File: config.mk
export PLATFORM = sky130hd
export DESIGN_NAME = mmu_top
export DESIGN_NICKNAME = d
export VERILOG_FILES = /design/src/mmu_bus_pkg.sv /design/src/mmu_reg_pkg.sv /design/src/mmu_access_check.sv /design/src/mmu_addr_map.sv /design/src/mmu_page_table.sv /design/src/mmu_status_regs.sv /design/src/mmu_top.sv
export VERILOG_INCLUDE_DIRS = /design/src /design/src/src
export SDC_FILE = /design/constraint.sdc
export NUM_CORES = 2
export LEC_CHECK = 0
export BUFFER_PORTS_ARGS = -buffer_cell sky130_fd_sc_hd__buf_4
export CORE_ASPECT_RATIO = 2
export CORE_MARGIN = 5
export CORE_UTILIZATION = 30
export CTS_CLUSTER_SIZE = 12
export DETAILED_ROUTE_END_ITERATION = 10
export PLACE_DENSITY = 0.44
export SLEW_MARGIN = 5
export SYNTH_ARGS = -nofsm -noshare
export SYNTH_HDL_FRONTEND = slang
export SYNTH_SLANG_ARGS = --single-unit
File: constraint.sdc
create_clock -name clk -period 9.69 [get_ports clk]
set_input_delay 1.938 -clock clk [delete_from_list [all_inputs] [get_ports clk]]
set_output_delay 1.938 -clock clk [all_outputs]
set_load 0.02 [all_outputs]
File: src/mmu_params.svh
// masks follow the 11/34a layout, so acf bit 0 and pdr bits 5:4 are never stored
// a and w in the pdr are set by hardware and cannot be written over the bus
`ifndef MMU_PARAMS_SVH
`define MMU_PARAMS_SVH

// readable pdr bits: plf 14:8, a 7, w 6, ed 3, acf 2:1
`define MMU_PDR_MASK     16'o077716
// bus-writable pdr bits
`define MMU_PDR_WR_MASK  16'o077416
// 12-bit page base
`define MMU_PAR_MASK     16'o007777

// 3 modes x i/d x 8 pages, index is {mode, d, apf}
`define MMU_ENTRIES      64
`define MMU_IDX_W        6

`define MMU_VA_W         16
`define MMU_PA_W         22

// top 8 KB of the 22-bit space
`define MMU_IOPAGE_BASE  22'o17760000

`endif

File: src/mmu_bus_pkg.sv
// processor side of the MMU: one access per cycle, answered in the same cycle
// mode 2'b10 is not a legal processor mode
`include "mmu_params.svh"

package mmu_bus_pkg;

   typedef enum logic [1:0] {
      MODE_KERNEL = 2'b00,
      MODE_SUPER  = 2'b01,
      MODE_USER   = 2'b11
   } cpu_mode_e;

   // access presented by the processor
   typedef struct packed {
      logic [`MMU_VA_W-1:0] va;
      cpu_mode_e            mode;
      logic                 rd;
      logic                 wr;
      logic                 i_access;
      logic                 d_access;
      // trap or interrupt vector fetch, always mapped through kernel space
      logic                 trap_ctx;
   } mmu_req_t;

   // translation result
   typedef struct packed {
      logic [`MMU_PA_W-1:0] pa;
      logic                 abort;
      logic                 trap;
   } mmu_resp_t;

endpackage

File: src/mmu_reg_pkg.sv
// register layouts of the KT-11 style MMU
// unused access-control codes behave as non-resident
`include "mmu_params.svh"

package mmu_reg_pkg;

   typedef enum logic [2:0] {
      ACF_NONRES      = 3'd0,
      ACF_RO_TRAP     = 3'd1,
      ACF_RO          = 3'd2,
      ACF_UNUSED      = 3'd3,
      ACF_RW_TRAP_ANY = 3'd4,
      ACF_RW_TRAP_WR  = 3'd5,
      ACF_RW          = 3'd6
   } acf_e;

   // pdr fields seen by the access checker
   typedef struct packed {
      logic [6:0] plf;
      logic       w;
      logic       ed;
      acf_e       acf;
   } pdr_t;

   typedef struct packed {
      logic       abort_nonres;
      logic       abort_ple;
      logic       abort_ro;
      logic       trap_flag;
      logic [1:0] rsvd_11_10;
      logic       traps_en;
      logic       maint;
      logic [3:0] rsvd_7_4;
      logic [2:0] page;
      logic       enable;
   } mmr0_t;

   // status register select, pxr_addr 1:0
   typedef enum logic [1:0] {
      SEL_MMR0 = 2'd0,
      SEL_MMR1 = 2'd1,
      SEL_MMR2 = 2'd2,
      SEL_MMR3 = 2'd3
   } mmr_sel_e;

   // one access worth of mmr0 update strobes
   typedef struct packed {
      logic       nonres;
      logic       ple;
      logic       ro;
      logic       trap_flag;
      logic       record_page;
      logic [2:0] apf;
   } fault_t;

   typedef struct packed {
      logic                  set_a;
      logic                  set_w;
      logic [`MMU_IDX_W-1:0] index;
   } pdr_upd_t;

endpackage

File: src/mmu_access_check.sv
// access-control and page-length checks in the same cycle as the access
// checks are only active with mapping on; abort masks trap
`timescale 1ns/1ns
`include "mmu_params.svh"

module mmu_access_check
   import mmu_bus_pkg::*, mmu_reg_pkg::*;
(
   input  mmu_req_t              req,
   input  logic                  mmu_on,
   input  logic                  traps_en,
   input  pdr_t                  pdr,
   input  logic [`MMU_IDX_W-1:0] index,
   output fault_t                fault,
   output pdr_upd_t              upd,
   output logic                  abort,
   output logic                  trap
);

   logic [6:0] bn;
   logic       len_err;
   logic       active;
   logic       deny_nonres;
   logic       deny_ro;
   logic       deny;
   logic       trap_code;
   logic       set_w;
   logic       acf_trap;

   // block number within the page
   assign bn      = req.va[12:6];
   // ed set means the page grows downward
   assign len_err = pdr.ed ? (bn < pdr.plf) : (bn > pdr.plf);
   assign active  = mmu_on && (req.rd || req.wr);

   always_comb
   begin
      deny_nonres = 1'b0;
      deny_ro     = 1'b0;
      trap_code   = 1'b0;
      set_w       = 1'b0;
      case (pdr.acf)
         ACF_RO_TRAP:
         begin
            deny_ro   = req.wr;
            trap_code = !req.wr;
         end
         ACF_RO:
            deny_ro = req.wr;
         ACF_RW_TRAP_ANY:
            trap_code = 1'b1;
         ACF_RW_TRAP_WR:
            trap_code = req.wr;
         ACF_RW:
            set_w = req.wr;
         // non-resident and the unused codes
         default:
            deny_nonres = 1'b1;
      endcase
   end

   assign deny     = deny_nonres || deny_ro;
   assign acf_trap = active && !deny && trap_code && traps_en;

   assign abort = active && deny;
   assign trap  = active && !deny && (acf_trap || len_err);

   // length error recorded even when the access aborts
   assign fault = '{nonres:      active && deny_nonres,
                    ple:         active && len_err,
                    ro:          active && deny_ro,
                    trap_flag:   acf_trap,
                    record_page: acf_trap,
                    apf:         req.va[15:13]};

   assign upd = '{set_a: active && !deny && trap_code,
                  set_w: active && set_w,
                  index: index};

endmodule

File: src/mmu_addr_map.sv
// virtual to physical translation, purely combinational
// page 7 always goes to the I/O page, mapped or not
`timescale 1ns/1ns
`include "mmu_params.svh"

module mmu_addr_map
   import mmu_bus_pkg::*;
(
   input  mmu_req_t              req,
   input  logic                  mmu_on,
   input  logic                  maint_mode,
   input  logic [2:0]            split_id,
   input  logic [11:0]           par,
   output logic [`MMU_IDX_W-1:0] index,
   output logic [`MMU_PA_W-1:0]  pa
);

   cpu_mode_e            eff_mode;
   logic [2:0]           apf;
   logic [12:0]          disp;
   logic                 split_en;
   logic                 d_space;
   logic                 map_en;
   logic [`MMU_PA_W-1:0] pa_mapped;

   assign apf  = req.va[15:13];
   assign disp = req.va[12:0];

   // trap context runs in kernel space
   assign eff_mode = req.trap_ctx ? MODE_KERNEL : req.mode;

   // split_id: 2 kernel, 1 super, 0 user
   always_comb
   begin
      case (eff_mode)
         MODE_KERNEL: split_en = split_id[2];
         MODE_SUPER:  split_en = split_id[1];
         MODE_USER:   split_en = split_id[0];
         default:     split_en = 1'b0;
      endcase
   end

   assign d_space = split_en && !req.i_access;
   assign index   = {eff_mode, d_space, apf};

   // maintenance mode maps destination accesses only
   assign map_en = mmu_on && (!maint_mode || req.d_access);

   assign pa_mapped = map_en ? ({4'b0, par, 6'b0} + {9'b0, disp}) : {6'b0, req.va};

   assign pa = (apf == 3'b111) ? (`MMU_IOPAGE_BASE | {9'b0, disp}) : pa_mapped;

endmodule

File: src/mmu_page_table.sv
// PAR/PDR storage, 64 entries each, byte writable over the register bus
// contents are not reset, software loads them before mapping is enabled
`timescale 1ns/1ns
`include "mmu_params.svh"

module mmu_page_table
   import mmu_reg_pkg::*;
(
   input  logic                  clk,
   input  logic                  pxr_wr,
   input  logic                  pxr_rd,
   input  logic [1:0]            pxr_be,
   input  logic [7:0]            pxr_addr,
   input  logic [15:0]           pxr_wdata,
   input  logic [`MMU_IDX_W-1:0] index,
   input  pdr_upd_t              upd,
   output logic [11:0]           par,
   output pdr_t                  pdr,
   output logic [15:0]           rdata
);

   logic [7:0] par_h [`MMU_ENTRIES];
   logic [7:0] par_l [`MMU_ENTRIES];
   logic [7:0] pdr_h [`MMU_ENTRIES];
   logic [7:0] pdr_l [`MMU_ENTRIES];

   logic [`MMU_IDX_W-1:0] bus_idx;
   logic                  tbl_wr;
   logic [15:0]           wr_par;
   logic [15:0]           wr_pdr;
   logic [15:0]           par_word;
   logic [15:0]           pdr_word;
   logic [15:0]           bus_word;

   // pxr_addr: 7 status, 6 par/pdr, 5:0 entry
   assign bus_idx = pxr_addr[5:0];
   assign tbl_wr  = pxr_wr && !pxr_addr[7];
   assign wr_par  = pxr_wdata & `MMU_PAR_MASK;
   assign wr_pdr  = pxr_wdata & `MMU_PDR_WR_MASK;

   // translation lookup
   assign par_word = {par_h[index], par_l[index]} & `MMU_PAR_MASK;
   assign pdr_word = {pdr_h[index], pdr_l[index]} & `MMU_PDR_MASK;
   assign par      = par_word[11:0];
   assign pdr      = '{plf: pdr_word[14:8],
                       w:   pdr_word[6],
                       ed:  pdr_word[3],
                       acf: acf_e'(pdr_word[2:0])};

   // bus read, the status block merges this into pxr_rdata
   always_comb
   begin
      if (pxr_addr[6])
         bus_word = {par_h[bus_idx], par_l[bus_idx]} & `MMU_PAR_MASK;
      else
         bus_word = {pdr_h[bus_idx], pdr_l[bus_idx]} & `MMU_PDR_MASK;
   end

   assign rdata = (pxr_rd && !pxr_addr[7]) ? bus_word : 16'h0000;

   always_ff @(posedge clk)
   begin
      if (pxr_wr)
      begin
         if (tbl_wr && pxr_addr[6])
         begin
            if (pxr_be[1])
               par_h[bus_idx] <= wr_par[15:8];
            if (pxr_be[0])
               par_l[bus_idx] <= wr_par[7:0];
         end
         else if (tbl_wr)
         begin
            if (pxr_be[1])
               pdr_h[bus_idx] <= wr_pdr[15:8];
            if (pxr_be[0])
               pdr_l[bus_idx] <= wr_pdr[7:0];
         end
      end
      // a in bit 7, w in bit 6, both in the low byte
      else if (upd.set_a || upd.set_w)
      begin
         pdr_l[upd.index] <= pdr_l[upd.index] | {upd.set_a, upd.set_w, 6'b000000};
      end
   end

   // one access never sets a and w together
   a_upd_single: assert property (@(posedge clk) !(upd.set_a && upd.set_w));

endmodule

File: src/mmu_status_regs.sv
// MMR0, MMR2 and MMR3 plus the register bus read mux
// MMR1 reads as zero, MMR3 keeps only the split I/D enables in bits 2:0
`timescale 1ns/1ns
`include "mmu_params.svh"

module mmu_status_regs
   import mmu_reg_pkg::*;
(
   input  logic                 clk,
   input  logic                 reset,
   input  logic                 soft_reset,
   input  logic                 pxr_wr,
   input  logic                 pxr_rd,
   input  logic [1:0]           pxr_be,
   input  logic [7:0]           pxr_addr,
   input  logic [15:0]          pxr_wdata,
   input  fault_t               fault,
   input  logic                 fetch_va,
   input  logic [`MMU_VA_W-1:0] va,
   input  logic [15:0]          table_rdata,
   output logic                 mmu_on,
   output logic                 maint_mode,
   output logic                 traps_en,
   output logic [2:0]           split_id,
   output logic [15:0]          rdata
);

   mmr0_t                mmr0;
   logic [`MMU_VA_W-1:0] mmr2;
   logic [2:0]           mmr3;
   mmr_sel_e             sel;
   logic                 mmr_wr;
   logic                 aborted;

   assign sel     = mmr_sel_e'(pxr_addr[1:0]);
   assign mmr_wr  = pxr_wr && (pxr_addr[7:6] == 2'b10);
   assign aborted = mmr0.abort_nonres || mmr0.abort_ple || mmr0.abort_ro;

   always_ff @(posedge clk)
   begin
      if (reset || soft_reset)
      begin
         mmr0 <= '0;
         mmr3 <= 3'b000;
      end
      else if (pxr_wr)
      begin
         if (mmr_wr && sel == SEL_MMR0)
         begin
            if (pxr_be[1])
               mmr0[15:8] <= pxr_wdata[15:8];
            if (pxr_be[0])
               mmr0[7:0] <= pxr_wdata[7:0];
         end
         if (mmr_wr && sel == SEL_MMR3 && pxr_be[0])
            mmr3 <= pxr_wdata[2:0];
      end
      else
      begin
         // sticky until software clears them
         mmr0.abort_nonres <= mmr0.abort_nonres | fault.nonres;
         mmr0.abort_ple    <= mmr0.abort_ple | fault.ple;
         mmr0.abort_ro     <= mmr0.abort_ro | fault.ro;
         mmr0.trap_flag    <= mmr0.trap_flag | fault.trap_flag;
         if (fault.record_page)
            mmr0.page <= fault.apf;
      end
   end

   // frozen once an abort is recorded
   always_ff @(posedge clk)
   begin
      if (reset || soft_reset)
         mmr2 <= '0;
      else if (fetch_va && !aborted)
         mmr2 <= va;
   end

   assign mmu_on     = mmr0.enable;
   assign maint_mode = mmr0.maint;
   assign traps_en   = mmr0.traps_en;
   assign split_id   = mmr3;

   always_comb
   begin
      rdata = 16'h0000;
      if (pxr_rd && !pxr_addr[7])
         rdata = table_rdata;
      else if (pxr_rd && !pxr_addr[6])
      begin
         case (sel)
            SEL_MMR0: rdata = mmr0;
            SEL_MMR2: rdata = mmr2;
            SEL_MMR3: rdata = {13'b0, mmr3};
            default:  rdata = 16'h0000;
         endcase
      end
   end

   // access faults only arrive while mapping is on
   a_fault_quiet: assert property (@(posedge clk) disable iff (reset || soft_reset)
      (!mmu_on && !pxr_wr) |=> $stable(mmr0[15:12]));

endmodule

File: src/mmu_top.sv
// KT-11 style MMU: translation and checks are combinational,
// register writes and W/A/fault updates land on the next clk
`timescale 1ns/1ns
`include "mmu_params.svh"

module mmu_top
   import mmu_bus_pkg::*, mmu_reg_pkg::*;
(
   input  logic        clk,
   input  logic        reset,
   input  logic        soft_reset,
   input  mmu_req_t    req,
   input  logic        fetch_va,
   output mmu_resp_t   resp,
   input  logic        pxr_wr,
   input  logic        pxr_rd,
   input  logic [1:0]  pxr_be,
   input  logic [7:0]  pxr_addr,
   input  logic [15:0] pxr_wdata,
   output logic [15:0] pxr_rdata
);

   logic                  mmu_on;
   logic                  maint_mode;
   logic                  traps_en;
   logic [2:0]            split_id;
   logic [`MMU_IDX_W-1:0] index;
   logic [11:0]           par;
   pdr_t                  pdr;
   fault_t                fault;
   pdr_upd_t              upd;
   logic [15:0]           table_rdata;
   logic [`MMU_PA_W-1:0]  pa;
   logic                  abort;
   logic                  trap;

   assign resp = '{pa: pa, abort: abort, trap: trap};

   mmu_page_table u_page_table (
      .clk       (clk),
      .pxr_wr    (pxr_wr),
      .pxr_rd    (pxr_rd),
      .pxr_be    (pxr_be),
      .pxr_addr  (pxr_addr),
      .pxr_wdata (pxr_wdata),
      .index     (index),
      .upd       (upd),
      .par       (par),
      .pdr       (pdr),
      .rdata     (table_rdata)
   );

   mmu_status_regs u_status_regs (
      .clk         (clk),
      .reset       (reset),
      .soft_reset  (soft_reset),
      .pxr_wr      (pxr_wr),
      .pxr_rd      (pxr_rd),
      .pxr_be      (pxr_be),
      .pxr_addr    (pxr_addr),
      .pxr_wdata   (pxr_wdata),
      .fault       (fault),
      .fetch_va    (fetch_va),
      .va          (req.va),
      .table_rdata (table_rdata),
      .mmu_on      (mmu_on),
      .maint_mode  (maint_mode),
      .traps_en    (traps_en),
      .split_id    (split_id),
      .rdata       (pxr_rdata)
   );

   mmu_addr_map u_addr_map (
      .req        (req),
      .mmu_on     (mmu_on),
      .maint_mode (maint_mode),
      .split_id   (split_id),
      .par        (par),
      .index      (index),
      .pa         (pa)
   );

   mmu_access_check u_access_check (
      .req      (req),
      .mmu_on   (mmu_on),
      .traps_en (traps_en),
      .pdr      (pdr),
      .index    (index),
      .fault    (fault),
      .upd      (upd),
      .abort    (abort),
      .trap     (trap)
   );

endmodule
==> flow_metrics.py <==
metrics = {
    "run_status": {
        "status": "finished, final reports clean",
    },
    "routing": {
        "drt_iter0_drc": 3360,
        "wirelength_mm": 274,
        "wl_per_cell_um": 38.0,
        "ant_nets": 0,
        "dr.pass1.iters": 6,
        "viasPerCell": 5.57,
        "drc": 0,
        "vias": 40150,
    },
    "global_route": {
        "grt_pass1_wl_mm": 373,
        "grt_start_max_net_pins": 85,
        "grt_util_met3": 0.0220,
        "grt_overflow": 0,
        "antenna_found_initial": 12,
        "use_met2": 0.406,
        "grt_util_all_layers": 0.208,
        "use_met1": 0.218,
        "grt_pass1_vias": 43827,
        "top_usage_layer": "met2",
    },
    "logic_synthesis": {
        "synth.top_cell.area_share": 0.618,
        "synth_cells": 3663,
        "synthTopCellsByArea": "edfxtp_1 62%, mux4_2 29%, mux2i_1 1.6%, nor2_1 1.5%, dfxtp_1 0.94%",
        "synth-edff-count": 1536,
        "ys_async_sr_fraction": 0,
        "synth-main-ff-cell": "edfxtp_1",
        "synthesis.nets": 3733,
        "netlist_area_mm2": 0.0746,
        "yosys.area.top_type": "edfxtp_1",
        "yosysWarnings": 0,
        "syn_area_per_cell_um2": 20.4,
        "ys_ff_latch": 1571,
        "yosysSeqAreaShare": 0.627,
        "synth_cell_types": 74,
    },
    "sta": {
        "max_slew_margin": 0.102,
        "fin_crit_sh": 0.923,
        "finalCriticalPeriod_ns": 8.95,
        "finClkSkew_ns": 0.0657,
        "setup_violations": 0,
        "hold_slack_ns": 0.465,
        "worst_slew_pin_slew_ns": 1.34,
        "slew_viol_final": 0,
        "grt_setup_unrepaired": "no",
        "maxClockFrequency_mhz": 112,
        "fin_setup_tns_ns": 0,
        "hold_violations": 0,
        "setup_slack_ns": 0.743,
    },
    "worst_hold_path": {
        "hold_start": "u_status_regs.mmr2[14]",
        "hold_path_class": "reg -> reg",
    },
    "pwr": {
        "power.density_mw_per_mm2": 173,
        "ir_drop_uv": 125,
        "power_mw": 14.7,
        "leakagePower_nw": 26.1,
    },
    "setup_path": {
        "crit_path_end_kind": "primary output",
        "startpoint_type": "primary input",
        "r2r-end": "u_status_regs.mmr0[14]",
        "timing.rr.start": "u_status_regs.split_id[0]",
        "timing.critical_path.to": "resp[0]",
        "crit_required_ns": 7.75,
        "critPathLaunch": "req[20]",
        "worstPathArrival_ns": 7.01,
        "worst-path-max-fanout": 55,
        "r2r_slack_ns": 4.79,
        "r2r_cells": 17,
        "path_class": "in -> out",
    },
    "clock_network": {
        "cts-htree-levels": 4,
        "cts_tree": "built",
        "cts-resized-gates": 0,
        "insertion_delay_ns": 0.84,
        "clk_pin_slew_worst_paths_ns": 0.06,
        "clockBufferDepth": 4,
        "clock_sinks": 1571,
        "root_buffer": "clkbuf_16",
        "holdBufCountCts": 0,
        "cts_buffers": 164,
        "postCtsSetupBuffers": 0,
    },
    "finish": {
        "syn_to_final_growth_pct": 13.3,
        "final_util": 0.341,
        "drive_gt1_frac": 0.384,
        "stdcell_area_mm2": 0.0846,
        "final_common_cell": "edfxtp_1",
        "fin_cells": 7205,
        "final_nets": 3921,
        "layout_common_cells": "1536 x edfxtp_1, 946 x mux4_2, 287 x nor2_1, 286 x buf_4, 167 x clkbuf_16",
    },
    "placed_design": {
        "postPlaceCellArea_mm2": 0.0799,
        "dp_slack_ns": 0.820,
        "place_inst": 6947,
        "detailed_place_hpwl_mm": 193,
        "place_congestion": 0.856,
        "io_buffers": 94,
    },
    "die": {
        "die_area_mm2": 0.259,
        "core_area_mm2": 0.248,
        "die_w_um": 363,
        "rows": 259,
        "boundaryPins": 95,
        "initial_core_util": 0.301,
        "die_height_um": 715,
    },
    "flow_run": {
        "max_cap_viol_count": 0,
    },
}
-- registers in the layout, indices dropped and copies added (netlist names) --
register                  cells
u_page_table.pdr_l          320
u_page_table.par_h          256
u_status_regs.mmr0           13
u_status_regs.split_id        3
u_page_table.pdr_h          448
u_status_regs.traps_en        1
u_status_regs.mmr2           16
u_status_regs.maint_mode      1
u_page_table.par_l          512
u_status_regs.mmu_on          1
-- worst max-delay path: stages --
cell,delay (ns)
buf_8,0.44
buf_12,0.27
buf_4,0.31
buf_4,0.22
mux4_2,0.49
mux4_2,0.63
mux4_2,0.53
inv_1,0.07
ha_1,0.25
a21oi_1,0.16
a21boi_0,0.10
buf_4,0.15
o31ai_2,0.45
o21ai_0,0.17
a31o_2,0.32
buf_4,0.17
-- cell type report --
cell class / count / area [um2]
fill: 23478 / 164000
inverter: 17 / 63.8
clock buffer: 212 / 4380
sequential: 1571 / 46800
timing repair buffer: 310 / 2590
antenna: 18 / 45.0
multi-input combinational: 1787 / 26400
clock inverter: 28 / 221
tap: 3262 / 4080
-- cells by family (layout without fill, tap and decap cells) --
kind of cell    count (synthesis)  count (layout)  synth area share
compound gates                174             174            0.0162
mux                          1072            1072             0.302
buf+inv                       305             567            0.0211
flops                        1571            1571             0.627
xor+xnor                        6               6          0.000704
fa+ha+maj                      15              15           0.00262
simple gates                  520             520            0.0295
other cells                     0              18                 0
-- routing by layer --
metal	wire length [um]	part of all wire	vias to the layer above
met2	155000	0.57	1239
met5	12	0.000044	-
met1	91800	0.34	22359
met3	10200	0.037	416
li1	-	-	16134
met4	16500	0.060	2
-- cell usage after synthesis, types with 8 or more instances --
library cell     n
edfxtp_1      1536
mux4_2         946
nor2_1         302
mux2i_1        118
nand2_1        115
clkbuf_1       106
buf_2          100
a21oi_1         46
dfxtp_1         35
buf_1           30
o21ai_0         29
buf_4           25
buf_6           25
nand2b_1        19
o22ai_1         18
and2_1          17
inv_1           17
ha_1            14
nor2b_1         14
nor3_1          10
nand3_1          9
mux2_2           8
-- worst min path at each step --
stage                     cells past startpoint  slack, ns                     end
after floorplan                               2       0.44   u_status_regs.mmr2[0]
after global placement                        2       0.44   u_status_regs.mmr2[8]
after detailed placement                      2       0.45  u_status_regs.mmr2[14]
after CTS                                     2       0.46  u_status_regs.mmr2[14]
after global routing                          2       0.48  u_status_regs.mmr2[14]
final                                         2       0.47  u_status_regs.mmr2[14]
-- power breakdown --
part	switching, mW	internal (mW)	total [mW]	leakage, nW
logic	0.811	0.502	1.31	9.44
clock network	2.68	3.22	5.90	2.24
registers	0.00449	7.45	7.46	14.4
No activity file was read; power rests on OpenSTA's default activity.
